[src/verilog/cnn_data_pkg.sv]
package cnn_data_pkg;

    localparam int PIX_W   = 8;
    localparam int COORD_W = 5;
    localparam int RES_W   = 16;
    localparam int ADDR_W  = 10;

    // one pixel of the raster stream.
    typedef struct packed {
        logic               valid;
        logic [PIX_W-1:0]   pixel;
        logic [COORD_W-1:0] row;
        logic [COORD_W-1:0] col;
    } pix_beat_t;

    // pix[0] is top-left, pix[8] bottom-right; row/col belong to pix[8].
    typedef struct packed {
        logic                  valid;
        logic [8:0][PIX_W-1:0] pix;
        logic [COORD_W-1:0]    row;
        logic [COORD_W-1:0]    col;
    } window_t;

    typedef struct packed {
        logic                    valid;
        logic signed [RES_W-1:0] sum;
        logic [COORD_W-1:0]      row;
        logic [COORD_W-1:0]      col;
    } conv_beat_t;

    typedef struct packed {
        logic              en;
        logic              slot;
        logic [ADDR_W-1:0] addr;
        logic [PIX_W-1:0]  pixel;
    } frame_wr_t;

endpackage

[src/verilog/pool_relu.sv]
`timescale 1ns/1ns

module pool_relu #(
    parameter int IX = 8,
    parameter int IY = 8
) (
    input  logic                          clk,
    input  logic                          reset_n,
    input  cnn_data_pkg::conv_beat_t      conv,
    output logic [cnn_data_pkg::RES_W-1:0] result,
    output logic                          result_valid
);

    localparam int RES_W = cnn_data_pkg::RES_W;
    // pooled grid size; a trailing odd conv row or column is dropped.
    localparam int PX    = (IX - 2) / 2;
    localparam int PY    = (IY - 2) / 2;
    localparam int HB_W  = (PX > 1) ? $clog2(PX) : 1;

    logic [RES_W-1:0] half_buf [PX];
    logic [RES_W-1:0] relu;
    logic [RES_W-1:0] pair_lo;
    logic [RES_W-1:0] pair_max;
    logic [RES_W-1:0] blk_max;
    logic [HB_W-1:0]  pair_idx;
    logic             in_block;
    logic             emit;

    assign relu     = conv.sum[RES_W-1] ? '0 : $unsigned(conv.sum);
    assign pair_idx = conv.col[HB_W:1];
    assign pair_max = (relu > pair_lo) ? relu : pair_lo;
    assign blk_max  = (pair_max > half_buf[pair_idx]) ? pair_max : half_buf[pair_idx];
    assign in_block = (int'(conv.row >> 1) < PY) && (int'(conv.col >> 1) < PX);
    assign emit     = conv.valid && in_block && conv.row[0] && conv.col[0];

    // even col parks its value, odd col closes the pair.
    always_ff @(posedge clk) begin
        if (conv.valid && in_block) begin
            if (!conv.col[0]) begin
                pair_lo <= relu;
            end else if (!conv.row[0]) begin
                half_buf[pair_idx] <= pair_max;
            end else begin
                result <= blk_max;
            end
        end
    end

    always_ff @(posedge clk or negedge reset_n) begin
        if (!reset_n) begin
            result_valid <= 1'b0;
        end else begin
            result_valid <= emit;
        end
    end

endmodule
[config.mk]
export PLATFORM = sky130hd
export DESIGN_NAME = pool_relu
export DESIGN_NICKNAME = d
export VERILOG_FILES = /design/src/verilog/cnn_data_pkg.sv /design/src/verilog/pool_relu.sv
export SDC_FILE = /design/constraint.sdc
export NUM_CORES = 1
export LEC_CHECK = 0
export BUFFER_PORTS_ARGS = -buffer_cell sky130_fd_sc_hd__buf_2
export CORE_UTILIZATION = 45
export CTS_CLUSTER_SIZE = 24
export DETAILED_ROUTE_END_ITERATION = 10
export PLACE_DENSITY = 0.66
export SLEW_MARGIN = 15
export SYNTH_ARGS = -nofsm -noshare
export SYNTH_HDL_FRONTEND = slang
export SYNTH_SLANG_ARGS = --single-unit
[constraint.sdc]
create_clock -name clk -period 5.84 [get_ports clk]
set_clock_uncertainty 0.2 [all_clocks]
set_input_delay 0.292 -clock clk [delete_from_list [all_inputs] [get_ports clk]]
set_output_delay 0.292 -clock clk [all_outputs]
set_load 0.005 [all_outputs]
-- After elaboration in Yosys (flattened, before gate mapping)
Memories as Yosys holds them, arrays and structs flattened.
Index checks and enable logic that the tools add are counted.
- input bits: 29
- output and inout port bits: 17
- register bits: 33
- RAM bits: 48
- word-level logic and storage cells: 22
- memories kept: 1
- memories (memory ; depth ; width ; rd ports ; clocked after memory_dff ; write ports ; line ; text):
    half_buf ; 3 ; 16 ; 1 ; 0 ; 1 ; pool_relu.sv:20 ; logic [RES_W-1:0] half_buf [PX];
- reduce and logical (&&, ||, !) cells: 6
- magnitude comparators: 4
- bitwise operators: 1
- muxes and demuxes: 7
- operator list (operator ; count):
    two-way mux 16 bit ; 2
    > comparator 15 x 16 -> 1 bit ; 1
    > comparator 16 bit ; 1
    two-way mux 15 bit ; 1
    < comparator 4 x 2 -> 1 bit, second input constant ; 2
    logical AND 1 bit ; 4
    two-way mux 1 bit ; 4
    AND reduction 3 bit ; 1
    AND reduction 2 bit ; 1
    inverter 1 bit ; 1

-- Logic depth before layout (Yosys ltp)
- word-level depth: 5
- mapped depth: 20
- gate-level depth less buffers: 16

-- Worst setup path after synthesis
OpenSTA, ideal clock, no wires.
- path kind: input to register
- from: input port conv[25] (netlist name)
- to: register result[10] (netlist name) (data pin)
- stages: 19
- setup time: 254 ps
- path buffers: 4
- slack: 1218 ps
- arrival time: 4169 ps
- required time: 5386 ps
- cells stage by stage: clkbuf_1 nor2b_1 ha_1 nand3_1 nor3_1 and2b_1 a221oi_4 buf_6 mux2_4 ha_1 a21o_1 a21o_1 a21oi_1 o21a_1 o211ai_1 and2_1 buf_1 buf_2 a21o_1
- cells in the longest elaborated chain, start to end: 5
- RTL lines (item ; line ; text):
    from (decl) ; pool_relu.sv:9 ; input cnn_data_pkg::conv_beat_t conv,
    two-way mux 15 bit ; pool_relu.sv:29 ; assign relu = conv.sum[RES_W-1] ? '0 : $unsigned(conv.sum);
    named net relu[14] ; pool_relu.sv:21 ; logic [RES_W-1:0] relu;
    > comparator 15 x 16 -> 1 bit ; pool_relu.sv:31 ; assign pair_max = (relu > pair_lo) ? relu : pair_lo;
    two-way mux 16 bit ; pool_relu.sv:31 ;
    named net pair_max[9] ; pool_relu.sv:23 ; logic [RES_W-1:0] pair_max;
    > comparator 16 bit ; pool_relu.sv:32 ; assign blk_max = (pair_max > half_buf[pair_idx]) ? pair_max : half_buf[pair_idx];
    two-way mux 16 bit ; pool_relu.sv:32 ;
    named net blk_max[10] ; pool_relu.sv:24 ; logic [RES_W-1:0] blk_max;
    to (signal assigned) ; pool_relu.sv:44 ; result <= blk_max;
    to (decl) ; pool_relu.sv:10 ; output logic [cnn_data_pkg::RES_W-1:0] result,
The timed path passes the listed nets, and every way through them passes these cells.
A chain may end at the register's enable or synchronous reset.

-- Worst setup path in the final report
- from: register pair_lo[14]
- to: register result[0] (netlist name) (data pin)
- cells in the longest elaborated chain, start to end: 4
- RTL lines (item ; line ; text):
    from (decl) ; pool_relu.sv:22 ; logic [RES_W-1:0] pair_lo;
    from (signal assigned) ; pool_relu.sv:40 ; pair_lo <= relu;
    > comparator 15 x 16 -> 1 bit ; pool_relu.sv:31 ;
    two-way mux 16 bit (*) ; pool_relu.sv:31 ;
    named net pair_max[14] ; pool_relu.sv:23 ;
    > comparator 16 bit (*) ; pool_relu.sv:32 ;
    two-way mux 16 bit (*) ; pool_relu.sv:32 ;
    named net blk_max[0] ; pool_relu.sv:24 ;
Mark *: on every way through the listed nets, which the timed path passes. The rest lies on a longest branch.

==> impl_summary.log <==
[metrics] Die Span X: 95.25 um
[metrics] violation count after the first detailed-route iteration: 82
[metrics] final-layout setup total negative slack: 0 ns
[metrics] critical path type: flop to flop
[metrics] clock tree root buffer cell: clkbuf_8
[metrics] number of remaining DRC errors: 0
[metrics] core area: 8299 um^2
[metrics] quantity of I/O buffers inserted on ports: 44
[metrics] number of nets produced by synthesis: 359
[metrics] leading cell types in the layout, fill and taps excluded: 75 x edfxtp_1, 44 x buf_2, 39 x a21oi_1
[metrics] register clock-pin slew on the reported worst setup and hold paths: 0.07 ns
[metrics] Detailed Routing Iterations Pass 1: 4
[metrics] initial cell density of the core: 47.14%
[metrics] Tcrit/Tclk final: 83.26%
[metrics] f_max: 205.7 MHz
[metrics] cell-by-cell listing of the critical path: inv_1 > ha_1 > nand3_1 > nor3_1 > and2b_1 > a221oi_4 > buf_4 > mux2_2 > ha_1 > nand3_1 > nor2_1 > mux2i_1 > buf_4 > and2_1 > mux2i_1
[metrics] data required time of the critical path: 5.71 ns
[metrics] detailed placer's ending HPWL: 5258 um
[metrics] Detailed Route WL: 7126 um
[metrics] Power per Cell Area: 231.9 nW/um^2
[metrics] cell with the largest stage delay on the worst path: a221oi_4
[metrics] # H-tree levels: 3
[metrics] number of buffers created by CTS: 9
[metrics] count of endpoints failing hold in the final timing report: 0
[metrics] result of the run: finished clean
[metrics] latest clock arrival within the worst-skew pair: 0.34 ns
[metrics] transition at the pin with the smallest max-transition slack: 0.8284 ns
[metrics] highest net fanout along the worst path: 15
[metrics] global-route wire length before repair: 11560 um
[metrics] Worst VDD drop: 0.0001136 V
[metrics] RSZ-0062 raised after global routing: false
[metrics] aggregate global routing overflow: 0
[metrics] initial antenna violation count: 0
[metrics] critical path's largest stage delay: 0.64 ns
[metrics] wire per inst: 15.36 um
[metrics] layout cell share with drive strength beyond 1: 24.51%
[metrics] endpoint type of the worst setup path: flop
[metrics] Max-cap violations: 0
[metrics] fin crit period: 4.862 ns
[metrics] total global-route track usage: 17.53%
[metrics] path class of the lowest-slack min-delay path: input port to flop
[metrics] Via Count: 2415
[metrics] via count of the first global-routing pass: 2403
[metrics] Total Nets Final: 411
[metrics] number of buffers inserted to repair setup after CTS: 0
[metrics] Mean Syn Cell Area: 12.96 um^2
[metrics] Worst EP arrival: 4.73 ns
[metrics] synthesis warning total: 0
[metrics] fill cell count: 704
[metrics] area growth from synthesis to layout: 13.88%
[metrics] portion of the post-synthesis area used by sequential elements: 58.20%
[metrics] total leakage power: 1.762 nW
[metrics] most common library cell in the layout ignoring fill and taps: edfxtp_1
[metrics] Seq cells post-synth: 76
[metrics] maximum number of pins on one net before global-route repair: 35
[metrics] startpoint class of the critical path: flop
[metrics] Setup Viol. Count Final: 0
[metrics] clock tree from TritonCTS: built
[metrics] Antenna diodes: 0
[metrics] headroom to the max-slew limit: 44.78%
[metrics] Post-Syn Instances: 302
[metrics] die height: 95.25 um
[metrics] count of nets left with antenna violations after detail routing: 0
[metrics] Max Buffers Root-to-Sink: 2
[metrics] final weighted congestion in routability-driven placement: 0.8535
[metrics] number of unique standard cell types used by synthesis: 38
[metrics] routed via count divided by cell count: 5.205
[metrics] total die area: 9072 um^2
[metrics] count of pins over their slew limit: 0
[metrics] number of placement rows: 33
[metrics] Worst Hold Slack: 0.01110 ns
[metrics] post-synthesis instance area: 3913 um^2
[metrics] number of primary I/O pins: 46
[metrics] Clock Sink Count: 76
registers in the layout, indices dropped and copies added, names as in the netlist:
name          flops
half_buf         45
pair_lo          15
result           15
result_valid      1
worst max-delay path: cells and delay by family (launching register included):
| kind | cells | cell delay (ns) |
|---|---|---|
| AND/OR/NAND/NOR | 6 | 1.50 |
| flip-flops | 1 | 0.35 |
| multiplexers | 3 | 0.76 |
| buffers and inverters | 3 | 0.52 |
| AO/OA/AOI/OAI | 1 | 0.64 |
| adder cells (fa/ha/maj) | 2 | 0.61 |
Yosys cell counts (all sizes together):
library cell / instances / area [um^2]
a2111oi: 1 / 15.01
a211oi: 2 / 15.01
a21o: 18 / 135.1
a21oi: 39 / 195.2
a221oi: 1 / 26.28
and2: 2 / 12.51
and2b: 1 / 7.510
buf: 6 / 36.29
clkbuf: 7 / 26.28
conb: 1 / 3.750
dfrtp: 1 / 25.02
edfxtp: 75 / 2252
ha: 28 / 350.3
inv: 15 / 56.30
mux2: 14 / 191.4
mux2i: 19 / 190.2
nand2: 12 / 45.04
nand2b: 1 / 6.260
nand3: 3 / 15.01
nand4: 2 / 12.51
nor2: 23 / 86.33
nor2b: 16 / 110.1
nor3: 3 / 15.01
nor3b: 2 / 15.01
nor4: 1 / 6.260
o211ai: 1 / 7.510
o21a: 2 / 15.01
o21ai: 3 / 15.01
o21bai: 1 / 7.510
or3b: 1 / 8.760
xnor2: 1 / 8.760
worst paths after layout:
path,startpoint,endpoint,slack (ns),depth (start not counted)
min in group asynchronous,reset_n,result_valid,0.04,2
max in group asynchronous,reset_n,result_valid,5.31,2
setup / recovery,pair_lo[14],result[0],0.98,15
hold / removal,conv[0],result_valid,0.01,3
hold reg to reg,pair_lo[8],half_buf[2][8],0.45,1
setup reg to reg,pair_lo[14],result[0],0.98,15
logic make-up (layout without fill, tap and decap cells):
kind of cell | count (synthesis) | count (layout) | synth area share (%)
other | 1 | 1 | 0.09585
XOR/XNOR | 1 | 1 | 0.2239
AO/OA/AOI/OAI | 68 | 68 | 11.03
buffers and inverters | 28 | 85 | 3.038
multiplexers | 33 | 33 | 9.754
AND/OR/NAND/NOR | 67 | 67 | 8.698
adder cells (fa/ha/maj) | 28 | 28 | 8.954
flip-flops | 76 | 76 | 58.20
routing by layer:
layer	up-vias	track usage (%)	wire length, um
li1	1223	-	-
met3	9	4.067	294
met4	0	5.303	87
met1	1130	22.95	3465
met5	-	0	0
met2	53	28.87	3279
stage by stage:
| stage | worst slack [ns] | utilization, % | std cells | cell area, um^2 | power (mW) |
|---|---|---|---|---|---|
| 2_1_floorplan | 1.218 | - | 302 | 3913 | 0.6860 |
| 3_3_place_gp | 0.8127 | 51.53 | 446 | 4277 | 0.7115 |
| 3_5_place_dp | 0.6033 | 51.53 | 446 | 4277 | 0.7135 |
| 4_1_cts | 0.9417 | 53.69 | 464 | 4456 | 1.040 |
| 5_1_grt | 0.5933 | 53.69 | 464 | 4456 | 1.075 |
| 6_report | 0.9778 | 53.69 | 464 | 4456 | 1.033 |
cell type report:
class,instances,area (um^2),share of cell area (%)
clock buffer,10,127.6,2.864
tap,105,131.4,2.949
sequential,76,2277,51.11
inverter,15,56.30,1.264
multi-input combinational,198,1531,34.37
timing repair buffer,54,300.3,6.740
clock inverter,6,31.28,0.7021
report_power, final:
part	switching [mW]	internal, mW	leakage [nW]	total (mW)
Combinational	0.0562	0.0464	1.08	0.103
Sequential	0.000468	0.599	0.601	0.599
Clock	0.181	0.150	0.0832	0.331
timing repair:
item | in CTS | in global routing
gates resized for setup | 0 | 0
hold endpoints to repair | 2 | 0
hold buffers | 2 | 0
No activity file was read; power rests on OpenSTA's default activity.
