File: config.mk
export PLATFORM = sky130hd
export DESIGN_NAME = fmap_feeder
export DESIGN_NICKNAME = d
export VERILOG_FILES = /design/src/verilog/cnn_data_pkg.sv /design/src/verilog/fmap_feeder.sv
export SDC_FILE = /design/constraint.sdc
export NUM_CORES = 1
export LEC_CHECK = 0
export BUFFER_PORTS_ARGS = -buffer_cell sky130_fd_sc_hd__buf_4
export CAP_MARGIN = 0
export CELL_PAD_IN_SITES_DETAIL_PLACEMENT = 0
export CELL_PAD_IN_SITES_GLOBAL_PLACEMENT = 2
export CORE_AREA = 5 5 380 382
export CTS_BUF_LIST = sky130_fd_sc_hd__clkbuf_16
export DETAILED_ROUTE_END_ITERATION = 8
export DIE_AREA = 0 0 385 387
export MAX_ROUTING_LAYER = met4
export PLACE_DENSITY_LB_ADDON = 0.1
export SYNTH_ARGS = -nofsm -noshare
export SYNTH_HDL_FRONTEND = slang
export SYNTH_SLANG_ARGS = --single-unit
File: constraint.sdc
create_clock -name clk -period 2.85 [get_ports clk]
set_clock_uncertainty 0.15 [all_clocks]
set_input_delay 0.57 -clock clk [delete_from_list [all_inputs] [get_ports clk]]
set_output_delay 0.57 -clock clk [all_outputs]
set_load 0.03 [all_outputs]
File: src/verilog/cnn_data_pkg.sv
package cnn_data_pkg;

    localparam int PIX_W   = 8;
    localparam int COORD_W = 5;
    localparam int RES_W   = 16;
    localparam int ADDR_W  = 10;

    // one pixel of the raster stream.
    typedef struct packed {
        logic               valid;
        logic [PIX_W-1:0]   pixel;
        logic [COORD_W-1:0] row;
        logic [COORD_W-1:0] col;
    } pix_beat_t;

    // pix[0] is top-left, pix[8] bottom-right; row/col belong to pix[8].
    typedef struct packed {
        logic                  valid;
        logic [8:0][PIX_W-1:0] pix;
        logic [COORD_W-1:0]    row;
        logic [COORD_W-1:0]    col;
    } window_t;

    typedef struct packed {
        logic                    valid;
        logic signed [RES_W-1:0] sum;
        logic [COORD_W-1:0]      row;
        logic [COORD_W-1:0]      col;
    } conv_beat_t;

    typedef struct packed {
        logic              en;
        logic              slot;
        logic [ADDR_W-1:0] addr;
        logic [PIX_W-1:0]  pixel;
    } frame_wr_t;

endpackage

File: src/verilog/fmap_feeder.sv
`timescale 1ns/1ns

module fmap_feeder #(
    parameter int IX = 8,
    parameter int IY = 8
) (
    input  logic                    clk,
    input  logic                    reset_n,
    input  cnn_data_pkg::frame_wr_t frame_wr,
    input  logic                    start,
    input  logic                    run_slot,
    output cnn_data_pkg::pix_beat_t pix
);

    localparam int NPIX    = IX * IY;
    localparam int AW      = $clog2(NPIX);
    localparam int PIX_W   = cnn_data_pkg::PIX_W;
    localparam int COORD_W = cnn_data_pkg::COORD_W;

    logic [PIX_W-1:0]   mem [2][NPIX];
    logic               busy;
    logic               slot_q;
    logic               emit;
    logic               cur_slot;
    logic [AW-1:0]      addr;
    logic [AW-1:0]      cur_addr;
    logic [COORD_W-1:0] row;
    logic [COORD_W-1:0] col;
    logic [COORD_W-1:0] cur_row;
    logic [COORD_W-1:0] cur_col;
    logic               last_col;
    logic               last_row;

    always_ff @(posedge clk) begin
        if (frame_wr.en) begin
            mem[frame_wr.slot][frame_wr.addr[AW-1:0]] <= frame_wr.pixel;
        end
    end

    // start restarts the walk at pixel 0 in the same cycle.
    assign emit     = start | busy;
    assign cur_slot = start ? run_slot : slot_q;
    assign cur_addr = start ? '0 : addr;
    assign cur_row  = start ? '0 : row;
    assign cur_col  = start ? '0 : col;
    assign last_col = (cur_col == COORD_W'(IX - 1));
    assign last_row = (cur_row == COORD_W'(IY - 1));

    always_ff @(posedge clk or negedge reset_n) begin
        if (!reset_n) begin
            busy   <= 1'b0;
            slot_q <= 1'b0;
            addr   <= '0;
            row    <= '0;
            col    <= '0;
            pix    <= '0;
        end else begin
            pix.valid <= emit;
            if (emit) begin
                pix.pixel <= mem[cur_slot][cur_addr];
                pix.row   <= cur_row;
                pix.col   <= cur_col;
                slot_q    <= cur_slot;
                addr      <= cur_addr + 1'b1;
                if (last_col) begin
                    col  <= '0;
                    row  <= cur_row + 1'b1;
                    busy <= !last_row;
                end else begin
                    col  <= cur_col + 1'b1;
                    row  <= cur_row;
                    busy <= 1'b1;
                end
            end
        end
    end

endmodule

* After elaboration in Yosys (flattened, before gate mapping)
Memories as Yosys holds them, arrays and structs flattened.
Cells that the tools add are included.
** Storage, ports and cells
- Flip-flop bits (word level) :: 37
- Memory bits (writable) :: 1024
- Input bits :: 24
- Output and inout port bits :: 19
- Memories :: 1
** Cells by class
- $add $sub $neg :: 3
- Magnitude comparators :: 3
- Eq/ne operators :: 2
- Multiplexer cells :: 14
- Bitwise gates (word level) :: 3
- Reduce and logical (&&, ||, !) cells :: 2
** Memory list
- mem :: depth 2, width 512, read ports 1, clocked after memory_dff 0, write ports 1, line fmap_feeder.sv:20 : logic [PIX_W-1:0] mem [2][NPIX];
** Operators with widths (count)
- two-way mux 512 bit :: 1
- binary-select mux 8 bit (select 6 bit) :: 1
- demux 8 bit (select 6 bit) :: 1
- two-way mux 8 bit :: 3
- two-way mux 5 bit :: 4
- >= comparator 7 bit (second input constant) :: 2
- inverter 6 -> 7 bit :: 2
- adder 5 x 1 -> 5 bit (second input constant) :: 2
- == test 5 x 3 -> 1 bit (second input constant) :: 2
- < comparator 7 x 1 -> 1 bit (second input constant) :: 1
- adder 6 x 1 -> 6 bit (second input constant) :: 1
- two-way mux 6 bit :: 1
- two-way mux 1 bit :: 3
- logical AND 1 bit :: 1
- logical NOT 1 bit :: 1
- bitwise OR 1 bit :: 1

* Depth between registers and ports, before layout
Gate-level depths: netlist of run 1.
- Word-level depth :: 6
- Depth in mapped cells :: 13

* Least setup slack after synthesis of run 1
Ideal clock, no wire load.
- Path kind :: input to register
- Start point :: in start
- End point :: reg row[3]
- Library setup time :: 132 ps
- Data arrival time :: 2667 ps
- Data required time :: 2568 ps
- Path slack :: -99 ps
- Stages :: 12
- Path buffers :: 5
- Cell sequence :: buf_2 -> clkbuf_1 -> buf_1 -> clkbuf_1 -> nor2_1 -> ha_1 -> and4_1 -> and2_1 -> clkbuf_1 -> nand4_1 -> xor2_1 -> nor2_1
** Between the ends
- Cells in the longest elaborated chain, start to end :: 3
- Elaborated cells between the ends (all ways) :: 6
- Those cells by class :: 1 x add/sub; 1 x eq/ne; 3 x mux; 1 x bitwise
** Ends and longest elaborated chain
- start, declared :: line fmap_feeder.sv:10 : input logic start,
- two-way mux 5 bit :: line fmap_feeder.sv:45 : assign cur_col = start ? '0 : col;
- named net cur_col[1] :: line fmap_feeder.sv:30 : logic [COORD_W-1:0] cur_col;
- == test 5 x 3 -> 1 bit :: line fmap_feeder.sv:46 : assign last_col = (cur_col == COORD_W'(IX - 1));
- two-way mux 5 bit :: line fmap_feeder.sv:65 : if (last_col) begin
- end signal, assigned :: line fmap_feeder.sv:67 : row <= cur_row + 1'b1;
- end signal, assigned :: line fmap_feeder.sv:71 : row <= cur_row;
- end, declared :: line fmap_feeder.sv:27 : logic [COORD_W-1:0] row;
The timed path passes the listed nets, and every way through them passes these cells.
A chain may end at the register's enable or synchronous reset.

* Final worst setup path of run 1
- Start point :: reg addr[0]
- End point :: reg pix[15] in the netlist's numbering
** Between the ends
- Cells in the longest elaborated chain, start to end :: 5
** Ends and longest elaborated chain
- start, declared :: line fmap_feeder.sv:25 : logic [AW-1:0] addr;
- start signal, assigned :: line fmap_feeder.sv:64 : addr <= cur_addr + 1'b1;
- two-way mux 6 bit :: line fmap_feeder.sv:43 : assign cur_addr = start ? '0 : addr;
- inverter 6 -> 7 bit (implied by the code) :: line fmap_feeder.sv:60 : pix.pixel <= mem[cur_slot][cur_addr];
- binary-select mux 8 bit (select 6 bit) :: line fmap_feeder.sv:60
- two-way mux 8 bit (implied by the code) (2 in series) :: line fmap_feeder.sv:60
- end, declared :: line fmap_feeder.sv:12 : output cnn_data_pkg::pix_beat_t pix
Every way passes these cells. The select of a mux whose other input is x is not followed.

==> results.json, run 1 <==
{
  "p_per_area_mw_per_mm2": 671,
  "drtAntennaViolNets": 0,
  "met2WireLength_mm": 66.6,
  "vias": 25000,
  "critPathSlowestCell": "dfrtp_2",
  "rsz0062_at_grt": "true",
  "min_period_ns": 2.91,
  "grt_pass1_vias": 25700,
  "clockBufferDepth": 3,
  "die_y_um": 387,
  "nNetsFinal": 3114,
  "finalSetupViolCount": 1,
  "crit_cells": 11,
  "grt_use_total": 0.190,
  "syn2layout_area_growth_pct": 25.5,
  "dp_slack_ns": -1.17,
  "final_util": 0.373,
  "timing.fmax_mhz": 344,
  "ir_worst_vdd_mv": 0.532,
  "wl_per_cell_um": 27.5,
  "port_buffers": 38,
  "worstSetupEndpointType": "register",
  "cp_max_fo": 18,
  "htreeDepth": 3,
  "reg2reg_depth": 11,
  "worst_slew_margin_rel": 0.494,
  "crit_type": "register to register",
  "p_leak_nw": 17.9,
  "ys_types": 54,
  "finalHoldViolations": 0,
  "dr.pass1.iters": 5,
  "maxCapViolations": 0,
  "cp_top_family": "buffers and inverters",
  "worst_slew_pin_slew_ns": 0.758,
  "top_layer": "met4",
  "clock-sinks": 1061,
  "wl_met3_mm": 6.44,
  "finalSetupTns_ns": -0.0593,
  "grt_pass1_wl_mm": 196,
  "mostFrequentLayoutCell": "edfxtp_1",
  "wl_met1_mm": 63.3,
  "fin_crit_sh": 1.02,
  "gp_congestion": 0.832,
  "synth_area_sq_mm": 0.0418,
  "timing.rr.start": "addr[0]",
  "crit_start": "addr[0]",
  "ctsRootBufferMaster": "clkbuf_16",
  "synth_top_area_share": 0.735,
  "synth_area_per_cell_sq_um": 16.0,
  "antenna_found_initial": 5,
  "dp_hpwl_mm": 93.7,
  "clk_pin_slew_ns": 0.06,
  "synth_xor_area_frac": 0.00230,
  "endpoint": "pix[15]",
  "async_reset_ff_frac": 0.0349,
  "worstPathRequired_ns": 3.27,
  "slew_viol_final": 0,
  "muxShareOfSynthArea": 0.0841,
  "drive_gt1_frac": 0.279,
  "crit_chain": "buf_12 -> or3b_2 -> buf_12 -> o21ai_0 -> nor2_1 -> a211oi_1 -> buf_4 -> nor3_1 -> o21ai_1 -> buf_4 -> a21oi_1",
  "yosys_warnings": 0,
  "synth-main-ff-cell": "edfxtp_1",
  "clk_latency_ns": 0.75,
  "grt_max_degree": 83,
  "slowest_delay_ns": 0.49,
  "routed_wl_mm": 139,
  "core_area_sq_mm": 0.141,
  "initial_core_util": 0.297,
  "mostFrequentLayoutCells": "edfxtp_1 (1024), nand2_1 (431), buf_4 (411), nor2_1 (194), nand3_1 (161)",
  "synth_enable_flop_cells": 1024,
  "overflow": 0,
  "ys_seq_area_frac": 0.757,
  "synth_top_family_by_area": "simple AND/OR/NAND/NOR gates",
  "numCtsBuffers": 118,
  "post-route-drc-count": 0,
  "r2r-end": "pix[15]",
  "finalWorstSetupSlack_ns": -0.0593,
  "synthTopCellsByArea": "edfxtp_1 (74%), mux4_2 (6.1%), nand2_1 (4.0%), dfrtp_1 (2.2%), nand3_1 (2.0%)",
  "netlist_instances": 2621,
  "cts_tree": "done",
  "io_pins": 43,
  "violations": "negative setup slack",
  "yosys_register_bits": 1061,
  "rows": 138,
  "status": "complete, but fails checks",
  "worstHoldPathType": "input port to register",
  "die_area_sq_mm": 0.149,
  "critPathArrivalTime_ns": 3.33,
  "cp_num_buf_inv": 4,
  "startpoint_type": "register",
  "synth_compound_area_frac": 0.0424,
  "rrSetupSlack_ns": -0.06,
  "synthAdderAreaFrac": 0.000898,
  "syn_nets": 2648,
  "die_x_um": 385,
  "synth_top_cell_by_area": "edfxtp_1",
  "synth-simple-area-share": 0.0955,
  "vias_per_cell": 4.92,
  "holdWs_ns": 0.0920,
  "drtIter0Drc": 1910
}
## Yosys cell counts (30+ instances only)
master / instances
buf_2: 40
nor2_1: 199
nand2_1: 442
a31oi_1: 56
dfrtp_1: 37
clkbuf_1: 71
o21ai_0: 30
mux2_2: 31
mux4_2: 113
mux2i_1: 61
nand4_1: 44
nand3_1: 169
edfxtp_1: 1024
o22ai_1: 34
a21oi_1: 38
## final cells by class
| class | instances | area, sq um |
|---|---|---|
| diodes | 1 | 2.50 |
| clock buffers | 120 | 3000 |
| clock inverters | 95 | 703 |
| fillers | 13300 | 88200 |
| inverters | 9 | 62.6 |
| multi-input cells | 1404 | 9990 |
| flip-flops and latches | 1061 | 31700 |
| well taps | 1890 | 2360 |
| repair buffers | 492 | 4670 |
| repair inverters | 1 | 11.3 |
## where the power goes
group	switching [W]	internal [W]	total, W
clock	0.00631	0.00839	0.0147
combinational	0.00195	0.00128	0.00322
sequential	0.000131	0.0172	0.0173
## worst min-delay path by stage
stage	from	end	slack, ns	depth (start not counted)
finish	frame_wr[0]	mem[0][304]	0.09	1
global route	frame_wr[0]	mem[1][288]	0.06	1
CTS	frame_wr[0]	mem[0][304]	0.02	1
detailed placement	pix[0]	pix[0]	0.36	1
global placement	pix[2]	pix[2]	0.35	2
floorplan	reset_n	addr[0]	0.12	0
## metal layers
metal	GRT usage	vias up
li1	-	11100
met1	0.259	13100
met2	0.300	607
met3	0.0274	167
met4	0.0490	0
met5	-	-
## state kept, by name, indices dropped and copies added (netlist names)
| register | flops |
|---|---|
| addr | 6 |
| busy | 1 |
| col | 5 |
| mem | 1024 |
| pix | 19 |
| row | 5 |
| slot_q | 1 |
## logic make-up (layout without fill, tap and decap cells)
family	Yosys count	after routing
mux	206	206
fa+ha+maj	3	3
flops	1061	1061
compound gates	259	259
simple gates	925	925
other cells	0	1
buf+inv	156	717
xor+xnor	11	11
## metrics by stage
step                      area, sq um  total power, W  cells
after detailed placement        47800          0.0207   4820
after floorplan                 41800          0.0189   2621
after CTS                       52200          0.0356   5069
after global placement          47800          0.0207   4820
final                           52500          0.0352   5073
after global routing            52500          0.0365   5072
## repair_timing
action                                  in CTS  in global routing
buffers inserted                            32                  2
hold buffers                                 3                  0
pin swaps                                   22                 19
hold endpoints to repair                    44                  0
cloned                                       1                  2
endpoints found under the setup margin       8                  8
resized for setup                           90                 36
No activity file was read; power rests on OpenSTA's default activity.
==> run 2, diff against run 1 <==
- CORE_AREA: 5 5 380 382 -> 2 2 377 379
- DIE_AREA: 0 0 385 387 -> 0 0 379 381
==> run 2 against run 1 <==
Effect of this change: the flow still finishes with violations (negative setup slack); global-route usage up 0.66 points; die area fell by 3.1%; critical path depth is 1 higher; worst setup slack lost 0.038 ns; sequential share of layout area fell by 0.30 points; critical path type unchanged; largest power group unchanged; highest routed layer unchanged.
==> results.json, run 2 (synthesis results as in run 1) <==
{
  "status": "complete, but fails checks",
  "violations": "negative setup slack",
  "antenna_found_initial": 9,
  "cts_tree": "done",
  "ir_worst_vdd_mv": 0.511,
  "io_pins": 43,
  "rows": 138,
  "worst_slew_margin_rel": 0.540,
  "finalWorstSetupSlack_ns": -0.0973,
  "rsz0062_at_grt": "true",
  "cp_num_buf_inv": 6,
  "post-route-drc-count": 0,
  "dp_cells": 4842,
  "critPathSlowestCell": "dfrtp_2",
  "numCtsBuffers": 119,
  "p_int_w": 0.0273,
  "startpoint_type": "register",
  "nFillCells": 13300,
  "combPwrFrac": 0.090,
  "crit_start": "slot_q",
  "finalHoldViolations": 0,
  "timing.fmax_mhz": 339,
  "p_per_area_mw_per_mm2": 678,
  "grt_max_degree": 70,
  "worstPathRequired_ns": 3.32,
  "clock-sinks": 1061,
  "power_w": 0.0357,
  "syn2layout_area_growth_pct": 26.1,
  "dp_hpwl_mm": 92.9,
  "drive_gt1_frac": 0.283,
  "grt_pass1_vias": 25700,
  "overflow": 0,
  "slowest_delay_ns": 0.44,
  "mostFrequentLayoutCell": "edfxtp_1",
  "worstHoldPathType": "input port to register",
  "htreeDepth": 3,
  "gp_congestion": 0.800,
  "slew_viol_final": 0,
  "grt_use_total": 0.197,
  "drtAntennaViolNets": 0,
  "critPathArrivalTime_ns": 3.41,
  "vias": 24900,
  "min_period_ns": 2.95,
  "worst_slew_pin_slew_ns": 0.687,
  "worstSetupEndpointType": "register",
  "crit_type": "register to register",
  "min_from": "frame_wr[0]",
  "largest_reg_flops": 1024,
  "initial_core_util": 0.298,
  "die_y_um": 381,
  "dr.pass1.iters": 5,
  "crit_chain": "mux2i_4 -> buf_6 -> buf_12 -> inv_16 -> buf_12 -> buf_12 -> mux4_2 -> nand2_1 -> a21oi_2 -> nor4_4 -> buf_4 -> a21oi_1",
  "nNetsFinal": 3125,
  "grt_pass1_wl_mm": 195,
  "cp_top_family": "buffers and inverters",
  "core_area_sq_mm": 0.141,
  "p_leak_nw": 18.1,
  "pwr-share-clk": 0.425,
  "critPathMostFrequentCell": "buf_12",
  "die_area_sq_mm": 0.144,
  "finalSetupTns_ns": -0.208,
  "timing.rr.start": "slot_q",
  "port_buffers": 38,
  "clk_latency_ns": 0.75,
  "mostFrequentLayoutCells": "edfxtp_1 (1024), nand2_1 (433), buf_4 (425), nor2_1 (194), nand3_1 (160)",
  "finalSetupViolCount": 5,
  "die_x_um": 379,
  "drtIter0Drc": 2082,
  "fin_crit_sh": 1.03,
  "pwr-share-seq": 0.485,
  "routed_wl_mm": 138,
  "maxCapViolations": 0,
  "clk_pin_slew_ns": 0.06,
  "ctsRootBufferMaster": "clkbuf_16",
  "instances_no_fill": 5092,
  "vias_per_cell": 4.90,
  "wl_per_cell_um": 27.1,
  "switching_share": 0.236,
  "clockBufferDepth": 3,
  "p_switching_w": 0.00845,
  "cp_max_fo": 8
}
run 2: cell types whose count changed in the layout (fill, tap and decap cells not counted), sizes merged, moves of 3 or more:
cell / delta
buf: +8
diode: +3
clkinv: -9
inv: +10
bufinv: +3
run 2: power groups by stage:
stage / Sequential (W) / Clock [W] / Combinational [W]
after floorplan: 0.0176 / 0 / 0.00132
after global placement: 0.0176 / 0 / 0.00299
after detailed placement: 0.0176 / 0 / 0.00300
after CTS: 0.0173 / 0.0156 / 0.00319
after global routing: 0.0173 / 0.0161 / 0.00346
final: 0.0173 / 0.0152 / 0.00322
run 2: layer usage:
| metal | vias up | share of wire | track usage |
|---|---|---|---|
| met5 | - | 0 | - |
| met4 | 0 | 0.023 | 0.0500 |
| met3 | 185 | 0.044 | 0.0320 |
| met2 | 552 | 0.47 | 0.305 |
| met1 | 13000 | 0.46 | 0.269 |
| li1 | 11200 | - | - |
run 2: repair_timing:
item                                    4_1_cts  5_1_grt
endpoints found under the setup margin        8        8
cloned                                        4        3
setup buffers                                10        9
hold buffers                                  1        0
resized for setup                            98       52
pin swaps                                    28       21
endpoints found under the hold margin        37        0
run 2: final cells by class:
class / instances / area, sq um / area share
flip-flops and latches: 1061 / 31700 / 0.601
multi-input cells: 1404 / 10100 / 0.191
clock buffers: 121 / 3030 / 0.0574
diodes: 4 / 10.0 / 0.000190
well taps: 1890 / 2360 / 0.0448
inverters: 9 / 55.1 / 0.00104
repair inverters: 2 / 40.0 / 0.000759
repair buffers: 501 / 4660 / 0.0884
clock inverters: 100 / 840 / 0.0159
run 2: worst paths after layout:
kind                            slack, ns          end  cells past startpoint
worst min-delay path                 0.08  mem[0][368]                      1
max in group asynchronous            1.86      addr[0]                      2
worst max-delay path                 -0.1      pix[10]                     12
worst max register to register       -0.1      pix[10]                     12
min in group asynchronous            0.22       pix[7]                      2
worst min register to register       0.37       pix[3]                      2
run 2: stage by stage:
step	utilization	setup slack, ns	hold slack, ns	instance area (sq um)
final	0.375	-0.0973	0.0802	52800
after global routing	0.375	-0.105	0.0357	52700
after CTS	0.373	-0.104	0.00740	52400
after detailed placement	0.340	-1.31	0.362	47800
after global placement	0.340	-1.31	0.350	47800
after floorplan	-	0.105	0.124	41800
