`config.mk`:
```
export PLATFORM = sky130hd
export DESIGN_NAME = conv_window
export DESIGN_NICKNAME = d
export VERILOG_FILES = /design/src/verilog/cnn_data_pkg.sv /design/src/verilog/conv_window.sv
export SDC_FILE = /design/constraint.sdc
export NUM_CORES = 1
export LEC_CHECK = 0
export CORE_MARGIN = 3
export CORE_UTILIZATION = 40
export CTS_CLUSTER_DIAMETER = 40
export DETAILED_ROUTE_END_ITERATION = 10
export DONT_BUFFER_PORTS = 1
export GPL_TIMING_DRIVEN = 0
export PLACE_DENSITY = 0.52
export SETUP_SLACK_MARGIN = 0.05
export SLEW_MARGIN = 20
export SYNTH_ARGS = -nofsm -noshare
export SYNTH_HDL_FRONTEND = slang
export SYNTH_SLANG_ARGS = --single-unit
```
`constraint.sdc`:
```
create_clock -name clk -period 1.2 [get_ports clk]
set_input_delay 0.18 -clock clk [delete_from_list [all_inputs] [get_ports clk]]
set_output_delay 0.18 -clock clk [all_outputs]
set_load 0.05 [all_outputs]
```
`src/verilog/cnn_data_pkg.sv`:
```
package cnn_data_pkg;

    localparam int PIX_W   = 8;
    localparam int COORD_W = 5;
    localparam int RES_W   = 16;
    localparam int ADDR_W  = 10;

    // one pixel of the raster stream.
    typedef struct packed {
        logic               valid;
        logic [PIX_W-1:0]   pixel;
        logic [COORD_W-1:0] row;
        logic [COORD_W-1:0] col;
    } pix_beat_t;

    // pix[0] is top-left, pix[8] bottom-right; row/col belong to pix[8].
    typedef struct packed {
        logic                  valid;
        logic [8:0][PIX_W-1:0] pix;
        logic [COORD_W-1:0]    row;
        logic [COORD_W-1:0]    col;
    } window_t;

    typedef struct packed {
        logic                    valid;
        logic signed [RES_W-1:0] sum;
        logic [COORD_W-1:0]      row;
        logic [COORD_W-1:0]      col;
    } conv_beat_t;

    typedef struct packed {
        logic              en;
        logic              slot;
        logic [ADDR_W-1:0] addr;
        logic [PIX_W-1:0]  pixel;
    } frame_wr_t;

endpackage

```
`src/verilog/conv_window.sv`:
```
`timescale 1ns/1ns

module conv_window #(
    parameter int IX = 8,
    parameter int IY = 8
) (
    input  logic                    clk,
    input  logic                    reset_n,
    input  cnn_data_pkg::pix_beat_t pix,
    output cnn_data_pkg::window_t   win
);

    localparam int PIX_W = cnn_data_pkg::PIX_W;
    localparam int IDX_W = (IX > 1) ? $clog2(IX) : 1;

    // line1 holds the previous row, line2 the row before that.
    logic [PIX_W-1:0] line1 [IX];
    logic [PIX_W-1:0] line2 [IX];
    logic [IDX_W-1:0] col_idx;
    logic [PIX_W-1:0] top;
    logic [PIX_W-1:0] mid;
    logic             in_frame;

    assign col_idx = pix.col[IDX_W-1:0];
    assign top     = line2[col_idx];
    assign mid     = line1[col_idx];

    // edge windows hold pixels from the wrong row or column, so they never emit.
    assign in_frame = pix.valid && (pix.row >= 2) && (pix.col >= 2) &&
                      (int'(pix.row) < IY) && (int'(pix.col) < IX);

    always_ff @(posedge clk) begin
        if (pix.valid) begin
            line2[col_idx] <= mid;
            line1[col_idx] <= pix.pixel;
        end
    end

    always_ff @(posedge clk or negedge reset_n) begin
        if (!reset_n) begin
            win <= '0;
        end else begin
            win.valid <= in_frame;
            if (pix.valid) begin
                // shift each window row left by one column.
                for (int r = 0; r < 3; r++) begin
                    win.pix[r*3]   <= win.pix[r*3+1];
                    win.pix[r*3+1] <= win.pix[r*3+2];
                end
                win.pix[2] <= top;
                win.pix[5] <= mid;
                win.pix[8] <= pix.pixel;
                win.row    <= pix.row;
                win.col    <= pix.col;
            end
        end
    end

endmodule

```
* After elaboration in Yosys (flattened, before gate mapping)
Memory sizes are Yosys's and may differ from the RTL's. A register that Yosys moved wholly into a read port is not among the register bits.
Index checks and enable logic that the tools add are counted.
** Operators by class
- Shifts and indexed selects :: 0
- Magnitude comparators :: 4
- Reduce and logical (&&, ||, !) cells :: 5
- $add $sub $neg :: 0
- Bitwise gates (word level) :: 0
- Divide/modulo/power cells :: 0
- Mux-type cells :: 2
- Equality and inequality tests :: 0
- Multiply operators :: 0
** Operator list (count)
- $ge 5x2->1 const B :: 2
- $lt 5x4->1 const B :: 2
- $logic_and 1x1->1 :: 4
- $mux 1 :: 2
- $logic_not 1->1 :: 1
** Word-level totals
- Input bits :: 21
- Logic and storage cells :: 24
- Memories :: 2
- Memory bits (read-only) :: 0
- Flip-flop bits (word level) :: 75
- RAM bits :: 128
- Latch bits :: 0
** Memories
- line1 :: depth 8, bits a word 8, rd ports 1, clocked after Yosys merged registers in 0, write ports 1, RTL line conv_window.sv:17 : logic [PIX_W-1:0] line1 [IX];
- line2 :: depth 8, bits a word 8, rd ports 1, clocked after Yosys merged registers in 1, write ports 1, RTL line conv_window.sv:18 : logic [PIX_W-1:0] line2 [IX];

* Logic depth before layout (Yosys ltp)
Gate-level depths: netlist of run 1.
- Depth in word-level cells :: 5
- Gate-level depth with buffers :: 6
- Mapped depth without buffers :: 3

* Least setup slack after synthesis of run 1
OpenSTA, ideal clock, no wires.
- Path kind :: input port to flip-flop
- Start :: input pix[18] (netlist name)
- End :: memory line1[4][0] (enable)
- Arrival :: 1798 ps
- Path slack :: -1008 ps
- Cell stages on the path :: 4
- Path buffers :: 2
- Cell sequence :: buf_2 -> buf_2 -> nand2_1 -> nor3_1
** Between the ends
- Longest elaborated chain between the ends :: 2
** RTL lines
- from (decl) :: RTL line conv_window.sv:9 : input cnn_data_pkg::pix_beat_t pix,
- $mux 1 :: RTL line conv_window.sv:33 : if (pix.valid) begin
- $mux 1 (implied by the code) :: RTL line conv_window.sv:35 : line1[col_idx] <= pix.pixel;
- to (decl) :: RTL line conv_window.sv:17
Every way passes these cells.

* Worst setup path in the final report of run 1
- Start :: register win[53] (netlist name)
- End :: output win[53] (netlist name)
** RTL lines
- from (decl) :: RTL line conv_window.sv:10 : output cnn_data_pkg::window_t win
No word-level cell between the ends.

==> metrics.txt, run 1 <==
Seq/Total Area, Yosys about three quarters; Non-Filler Instances just over 800; Site Rows 51; RSZ-0062 raised after global routing true; Pint 15600 uW; Max Slew Vio Count 0; Avg WL per Cell between 20 and 25 um; clk_skew about 0.011 ns; # setup viols final 83; WS Path Type reg -> out; max-capacitance violation count 0; Final WS setup -0.0819 ns; Synthesized Nets 482; global placement routability congestion 0.764; largest net degree at the start of global routing 84; Avg Vias per Cell between 5 and 6; setup TNS -2.89 ns; pre-CTS WS -0.702 ns; syn_area_per_cell ~17 um^2; peak supply drop 0.00114 V; port bufs 0; post-synth top area share a little under half; sequential share of power roughly 49%; DR iter-0 viols ~230; yosys warns 0; worst-margin pin slew just under 0.8 ns; Die ar. approximately 22000 um^2; Final HPWL DP 11.0 mm; via count about 4200; Hold Vio Cnt, Final between 80 and 90; Die X around 150 um; Clk network pwr share between 40% and 50%; DP Area between 8000 and 9000 um^2; die height approximately 150 um; fin nets roughly 540; switching fraction of total power a little over a quarter; layout cells sized above 1 between 40% and 50%; Max clock buf depth 3; Routed WL between 15 and 20 mm; Yosys reg bits approximately 210; number of iterations in the first detailed-routing pass 4; worst hold path type in -> async; Synth Cell Area around 8000 um^2; first-pass GRT wire length ~28 mm; vias in the first global route 4504; Synth area leader edfxtp_1; GRT overflow 0; final instance area just over 10000 um^2; largest fanout on the critical path 3; area of the multi-input gates around 2100 um^2; Cells after Synth ~460; CP Launch Point win[53]$_DFFE_PN0P_; Core Util, Final between 50% and 60%; Sw Pwr 5630 uW; global-route usage over all layers 16.7%; WP data arrival ~1.1 ns; worst path required time ~1.0 ns; initial antenna violation count 0; Core Box Area 19700 um^2; CTS Hold Bufs 18; total placed cells including tap cells approximately 730; H-Tree Depth 1; Leakage 0.00371 uW; pwr dens 2100 nW/um^2; initial core utilization between 40% and 50%; clk root buf clkbuf_16; CTS clk-pin slew, worst paths 0.05 ns; Final Critical Period 1.28 ns; Routed Antenna Nets 0; Critical Path Sink Type output pin; failing checks hold timing, setup timing; status complete, but fails checks; register area between 6000 and 7000 um^2; launch point of the worst reg-to-reg path line1[3][1]$_DFFE_PP_; DRC errors left 0; max_slew headroom about half; CTS tree built; Fmax 0.780 GHz; crit share post-route 107%; top cells by area, synth edfxtp_1 48%, dfrtp_1 26%, mux2_2 9.1%, mux2i_1 7.9%, o22a_1 3.4%; Sink Count between 200 and 250; post-synth cell types 23; CP startpoint kind register; Gate power share under 10%; area grow syn2layout 25.3%; fill cell count roughly 1700; Worst-Skew Late Latency ~0.53 ns; CTS Buf Count 30; IO Count about 100; ANT cells 0; Min Hold Slack -0.655 ns
-- worst reg2reg max path: stages (launching register included) --
cell	delay, ns
edfxtp_1	0.35
mux2i_1	0.20
o22a_1	0.23
nand2_4	0.11
-- what timing repair did --
action | CTS | global route
gates resized for setup | 92 | 8
setup buffers | 4 | 2
pin swaps | 7 | 10
hold endpoints to repair | 165 | 83
setup endpoints to repair | 163 | 148
-- Yosys cell counts --
cell,count
nor4_1,1
a31oi_2,1
o2111ai_1,1
mux2i_1,64
buf_8,1
nor3_1,2
or2b_1,1
edfxtp_1,128
inv_1,2
mux2_2,65
dfrtp_1,83
o22a_4,1
or2_1,1
o22a_1,31
o21ai_0,1
clkbuf_1,5
a31oi_1,15
nand2b_1,4
buf_4,6
nor2_1,22
buf_6,3
buf_2,12
nand2_1,11
-- per-layer routing --
metal	global-route usage [%]	share of wire [%]	vias to the layer above
li1	-	-	1881
met3	3.77	4.9	34
met5	0	0	-
met1	21.5	42	2193
met4	4.48	2.1	0
met2	28.6	51	115
-- cell type report --
| cell class | count | area share, % |
|---|---|---|
| Buffer | 27 | 2.27 |
| Clock buffer | 38 | 8.24 |
| Clock inverter | 18 | 3.03 |
| Inverter | 2 | 0.0743 |
| Multi-Input combinational cell | 221 | 21.0 |
| Sequential cell | 211 | 59.6 |
| Tap cell | 265 | 3.28 |
| Timing Repair Buffer | 24 | 2.51 |
-- state kept, by name (all words and copies together) (netlist names) --
name and flops:
line2 64, win 83, line1 64
-- worst paths after layout --
path	endpoint	slack [ns]	depth (start not counted)
worst max-delay path	win[53]	-0.08	0
worst min-delay path	win[27]$_DFFE_PN0P_	-0.65	0
worst max register to register	line2[7][1]$_DFFE_PP_	0.04	3
worst min register to register	win[2]$_DFFE_PN0P_	0.71	2
max in group asynchronous	win[31]$_DFFE_PN0P_	1.64	0
min in group clk	line2[6][6]$_DFFE_PP_	0.05	2
-- stage by stage --
step / power (uW) / hold slack (ns)
finish: 21200 / -0.655
global route: 21900 / -0.685
CTS: 21400 / -0.678
detailed placement: 11400 / -0.114
global placement: 11400 / -0.114
floorplan: 11000 / -0.116
-- cell families after synthesis --
family / share of synthesized area (%)
flip-flops: 73.4
multiplexers: 17.0
AO/OA/AOI/OAI: 5.08
AND/OR/NAND/NOR: 2.22
buffers and inverters: 2.23
-- cells in the final DEF (no fill, tap or decap), types with 2 or more instances in the layout --
master         synthesis  routed
mux2_2                65      65
buf_4                  6      10
nand2b_1               4       3
edfxtp_1             128     128
a31oi_1               15      14
clkinv_4               0       2
inv_1                  2       2
dfrtp_2                0      83
nor3_4                 0       2
nand2_1               11       2
bufinv_16              0       8
dlygate4sd3_1          0      18
buf_2                 12       5
o22a_1                31      29
clkinv_2               0       5
a31oi_2                1       2
clkbuf_1               5       8
mux2i_1               64      63
nand2_4                0       7
buf_12                 0       2
o22a_2                 0       2
nor2_4                 0       6
clkbuf_8               0       3
clkinvlp_4             0       2
buf_8                  1       5
clkbuf_16              0      31
nor2_1                22      16
buf_6                  3       6
-- power groups by stage --
stage / clock network, uW / registers (uW) / logic, uW
final: 9720 / 10300 / 1220
after global routing: 10200 / 10300 / 1330
after CTS: 9900 / 10300 / 1210
after detailed placement: 0 / 10300 / 1100
after global placement: 0 / 10300 / 1070
after floorplan: 0 / 10200 / 862
Power figures use the tool's default switching activity.
==> run 2, diff against run 1 <==
--- a/config.mk
+++ b/config.mk
@@ -7,6 +7,7 @@
 export LEC_CHECK = 0
 export CORE_MARGIN = 3
 export CORE_UTILIZATION = 40
+export CTS_BUF_LIST = sky130_fd_sc_hd__clkbuf_8 sky130_fd_sc_hd__clkbuf_16
 export CTS_CLUSTER_DIAMETER = 40
 export DETAILED_ROUTE_END_ITERATION = 10
 export DONT_BUFFER_PORTS = 1
==> run 2 against run 1 <==
The run still ends with hold timing, setup timing left. Total power decreased by 0.14%. Final cell count unchanged. Non-clock buffer count unchanged. First-iteration DRC count unchanged. Combinational power barely moved. Die area stayed put. Register-to-register slack is essentially flat. Clock power is essentially flat. Design area is the same. Setup slack is essentially flat. Critical endpoint unchanged. Highest routed layer unchanged.
==> metrics.txt, run 2 (synthesized netlist as in run 1, its figures left out) <==
worst hold path type in -> async; Fmax 0.780 GHz (about the same); CTS Hold Bufs 18 (unchanged); Top reg by flops win; max-capacitance violation count 0 (unchanged); Routed Antenna Nets 0 (unchanged); H-Tree Depth 1 (unchanged); Routed WL 18.4 mm (+0.17%); number of iterations in the first detailed-routing pass 4 (unchanged); peak supply drop 0.00114 V (about the same); RSZ-0062 raised after global routing true; most frequent cells in the layout 128 x edfxtp_1, 83 x dfrtp_2, 65 x mux2_2; met3 Track Usage GR 3.77% (unchanged); global-route usage over all layers 16.7% (unchanged); port bufs 0 (unchanged); Core Util, Final 51.4% (unchanged); Core Box Area 19700 um^2 (unchanged); largest fanout on the critical path 3 (unchanged); die height 148 um (unchanged); pwr dens 2100 nW/um^2 (-0.14%); Largest regs win: 83 flops, line1: 64 flops, line2: 64 flops; # setup viols final 83 (unchanged); area grow syn2layout 25.3% (unchanged); Min Hold Slack -0.655 ns (+0.000103 ns); Sink Count 211 (unchanged); Max Slew Vio Count 0 (unchanged); global placement routability congestion 0.764 (unchanged); CTS clk-pin slew, worst paths 0.05 ns (about the same); failing checks hold timing, setup timing; total chip power 21200 uW (-0.14%); Final HPWL DP 11.0 mm (unchanged); layout cells sized above 1 47.0% (unchanged); Final WS setup -0.0821 ns (-0.000292 ns); CTS tree built; initial core utilization 41.0% (unchanged); Die X 148 um (unchanged); worst-margin pin slew 0.787 ns (+0.0189 ns); fin nets 538 (unchanged); Site Rows 51 (unchanged); DR iter-0 viols 234 (unchanged); via count 4215 (-0.19%); initial antenna violation count 0 (unchanged); GRT overflow 0 (unchanged); ANT cells 0 (unchanged); CTS Buf Count 30 (unchanged); largest net degree at the start of global routing 84 (unchanged); M1 GR Usage 21.5% (unchanged); CP startpoint kind register; Critical Path Sink Type output pin; Leakage 0.00373 uW (+0.45%); Worst-Skew Late Latency 0.53 ns (about the same); clk root buf clkbuf_16; crit share post-route 107% (about the same); first-pass GRT wire length 27.6 mm (unchanged); Final Critical Period 1.28 ns (+0.000292 ns); most common cell after layout, fill and taps aside edfxtp_1; IO Count 104 (unchanged); clk_skew 0.0109 ns (-0.000373 ns); vias in the first global route 4504 (unchanged); WS Path Type reg -> out; DRC errors left 0 (unchanged); global route hottest layer met2; pre-CTS WS -0.702 ns (unchanged); Avg Vias per Cell 5.23 (-0.19%); number of flip-flops in the largest register 83 (unchanged); worst path required time 1.02 ns (about the same); Hold Vio Cnt, Final 83 (unchanged); WP data arrival 1.10 ns (about the same); setup TNS -2.90 ns (-0.0112 ns); GR Util met2 28.6% (unchanged); status complete, but fails checks; Die ar. 21900 um^2 (unchanged); Avg WL per Cell 22.8 um (+0.17%); Max clock buf depth 3 (unchanged); max_slew headroom 47.5% (-1.3 points)
## run 2: cell count changes in the layout (fill, tap and decap cells not counted)
cell	delta
clkbuf_1	-4
inv_1	+4
## run 2: area by class of cell
class / instances / area [um^2]
Clock buffer: 34 / 817
Fill cell: 1687 / 9550
Sequential cell: 211 / 6020
Clock inverter: 22 / 322
Tap cell: 265 / 332
Timing Repair Buffer: 24 / 254
Multi-Input combinational cell: 221 / 2120
Inverter: 2 / 7.51
Buffer: 27 / 229
## run 2: power by group
group          internal, uW  switching, uW
registers              8370           1910
clock network          6580           3110
logic                   607            612
## run 2: metal layers
metal / up-vias / routed length [um]
met5: - / 0
met4: 0 / 385
met3: 34 / 864
met2: 107 / 9480
met1: 2192 / 7670
li1: 1882 / -
## run 2: worst paths after layout
kind                                             from               endpoint  slack, ns  depth (start not counted)
worst max-delay path              win[53]$_DFFE_PN0P_                win[53]      -0.08                          0
worst min register to register     win[2]$_DFFE_PN0P_     win[2]$_DFFE_PN0P_       0.71                          2
min in group clk                               pix[2]  line2[6][6]$_DFFE_PP_       0.05                          2
worst min-delay path                          reset_n    win[27]$_DFFE_PN0P_      -0.65                          0
max in group asynchronous                     reset_n    win[31]$_DFFE_PN0P_       1.64                          0
worst max register to register  line1[3][1]$_DFFE_PP_  line2[7][1]$_DFFE_PP_       0.04                          3
## run 2: through the flow
stage / std cells / cell area [um^2]
floorplan: 461 / 8220
global placement: 726 / 8550
detailed placement: 726 / 8550
CTS: 804 / 10100
global route: 806 / 10100
finish: 806 / 10100
## run 2: timing repair
item                                    4_1_cts  5_1_grt
pin swaps                                     7       10
endpoints found under the hold margin       165       83
buffers inserted                              4        2
endpoints found under the setup margin      163      148
gates resized for setup                      92        8
==> run 3, diff against run 2 <==
--- a/config.mk
+++ b/config.mk
@@ -11,7 +11,6 @@
 export CTS_CLUSTER_DIAMETER = 40
 export DETAILED_ROUTE_END_ITERATION = 10
 export DONT_BUFFER_PORTS = 1
-export GPL_TIMING_DRIVEN = 0
 export PLACE_DENSITY = 0.52
 export SETUP_SLACK_MARGIN = 0.05
 export SLEW_MARGIN = 20
==> run 3 against run 2 <==
The run still ends with hold timing, setup timing left. Register-to-register slack improved by 0.05 ns. Via count is 7.8% higher. Final cell count rose by 15%. Hold slack lost 0.0019 ns. Critical path depth is 1 higher. Combinational power grew to 3.2 times the previous value. Core utilization grew 5.4 points. Sequential cell count unchanged. Non-clock buffer count rose by 118. Design area up 11%. Wire length down 4.3%. Sequential share of layout area is 6.5 points lower. Critical path type unchanged. Largest cell class unchanged.
==> metrics.txt, run 3 (synthesized netlist as in run 1, its figures left out) <==
status complete, but fails checks; failing checks hold timing, setup timing; GRT overflow 0 (unchanged); CP Launch Point win[51]$_DFFE_PN0P_; Final HPWL DP 9.63 mm (-12%); WS Path Type reg -> out; WP data arrival 1.15 ns (+0.05 ns); CP startpoint kind register; Die X 148 um (unchanged); ANT cells 0 (unchanged); initial antenna violation count 0 (unchanged); Max Slew Vio Count 0 (unchanged); Max clock buf depth 3 (unchanged); Top reg by flops win; crit share post-route 111% (+4.1 points); global placement routability congestion 0.732 (-4.2%); CP max stage delay between 0.4 and 0.5 ns; H-Tree Depth 1 (unchanged); CP bufs+invs 1; first-pass GRT wire length 27.5 mm (-0.40%); launch point of the worst reg-to-reg path line1[3][3]$_DFFE_PP_; total chip power 21100 uW (-0.21%); peak supply drop 0.00142 V (+25%); # setup viols final 83 (unchanged); Leakage 0.00446 uW (+20%); fill cell count 1584 (-6.1%); most frequent cells in the layout 128 x edfxtp_1, 82 x buf_6, 78 x dfrtp_1; layout cells sized above 1 45.2% (-1.7 points); clk root buf clkbuf_16; Core Box Area 19700 um^2 (unchanged); most common cell after layout, fill and taps aside edfxtp_1; via count 4545 (+7.8%); largest fanout on the critical path 2 (-1); vias in the first global route 4918 (+9.2%); IO Count 104 (unchanged); Non-Filler Instances 926 (+15%); initial core utilization 41.0% (unchanged); CTS Hold Bufs 18 (unchanged); Worst-Skew Late Latency 0.54 ns (about the same); Critical-path top delay cell dfrtp_2; Sink Count 211 (unchanged); Avg WL per Cell 19.0 um (-17%); die height 148 um (unchanged); fin nets 657 (+22%); number of iterations in the first detailed-routing pass 4 (unchanged); worst-margin pin slew 0.411 ns (-0.376 ns); global-route usage over all layers 16.2% (-0.49 points); clk_skew 0.0134 ns (+0.00249 ns); Avg Vias per Cell 4.91 (-6.1%); DRC errors left 0 (unchanged); max_slew headroom 72.5% (+25 points); worst hold path type in -> async; max-capacitance violation count 0 (unchanged); Fmax 0.751 GHz (-3.7%); Final Critical Period 1.33 ns (+0.0490 ns); Final WS setup -0.131 ns (-0.0490 ns); DR iter-0 viols 206 (-12%); Min Hold Slack -0.657 ns (-0.00191 ns); RSZ-0062 raised after global routing true; port bufs 0 (unchanged); worst path cell trace buf_6; Critical Path Sink Type output pin; total placed cells including tap cells 802 (+10%); Hold Vio Cnt, Final 165 (+99%); Routed Antenna Nets 0 (unchanged); worst path required time 1.02 ns (about the same); Site Rows 51 (unchanged); Core Util, Final 56.8% (+5.4 points); pwr dens 1890 nW/um^2 (-9.7%); CTS tree built; area of the multi-input gates 2110 um^2 (-0.47%); Routed WL 17.6 mm (-4.3%); CTS clk-pin slew, worst paths 0.06 ns (about the same); register area 5930 um^2 (-1.6%); area grow syn2layout 38.5%; pre-CTS WS -0.0855 ns (+0.617 ns); number of flip-flops in the largest register 83 (unchanged); CTS Buf Count 31 (+3.3%); setup TNS -5.39 ns (-2.49 ns); Largest regs win: 83 flops, line1: 64 flops, line2: 64 flops; CP delay by family, top flip-flops; Die ar. 21900 um^2 (unchanged); largest net degree at the start of global routing 102 (+21%)
[run 3: cell types whose count changed in the layout (fill, tap and decap cells not counted), moves of 3 or more]
| cell | before | now |
|---|---|---|
| dfrtp_1 | 0 | 78 |
| clkbuf_1 | 4 | 0 |
| buf_4 | 10 | 58 |
| bufinv_16 | 8 | 0 |
| buf_2 | 5 | 0 |
| inv_6 | 1 | 7 |
| buf_6 | 6 | 82 |
| buf_12 | 2 | 11 |
| buf_8 | 5 | 0 |
| dfrtp_2 | 83 | 5 |
| clkbuf_16 | 31 | 34 |
[run 3: what timing repair did]
action	4_1_cts	5_1_grt
resized for setup	94	7
pin swaps	1	13
setup endpoints to repair	143	143
buffers inserted	38	10
endpoints found under the hold margin	262	165
[run 3: final timing paths]
path	cells past startpoint	to	slack (ns)
worst max-delay path	1	win[51]	-0.13
worst min-delay path	0	win[31]$_DFFE_PN0P_	-0.66
worst max register to register	3	line2[1][3]$_DFFE_PP_	0.09
worst min register to register	1	win[64]$_DFFE_PN0P_	0.53
max in group asynchronous	0	win[50]$_DFFE_PN0P_	1.72
min in group clk	1	win[33]$_DFFE_PN0P_	-0.25
[run 3: power breakdown]
group | internal (uW) | switching [uW] | total, uW
registers | 8300 | 357 | 8660
logic | 1650 | 2260 | 3910
clock network | 5260 | 3320 | 8580
total | 15200 | 5940 | 21100
[run 3: layout make-up]
type                            count  share of cell area, %
Inverter                            2                 0.0672
Timing Repair Buffer              169                   15.8
Tap cell                          265                   2.97
Multi-Input combinational cell    221                   18.9
Clock buffer                       35                   7.74
Sequential cell                   211                   53.1
Clock inverter                     23                   1.49
[run 3: metrics by stage]
step                      hold WS, ns  area, um^2
after CTS                      -0.685       11100
after global routing           -0.687       11200
final                          -0.657       11200
after floorplan                -0.116        8220
after detailed placement       -0.114        9230
after global placement         -0.113        9230
[run 3: routing by layer]
layer  up-vias  wire [um]  global-route usage (%)
met3        31        853                    3.34
met4         0        362                    3.93
met1      2286       7180                    20.5
met2        97       9220                    28.7
li1       2131          -                       -
met5         -          0                       0
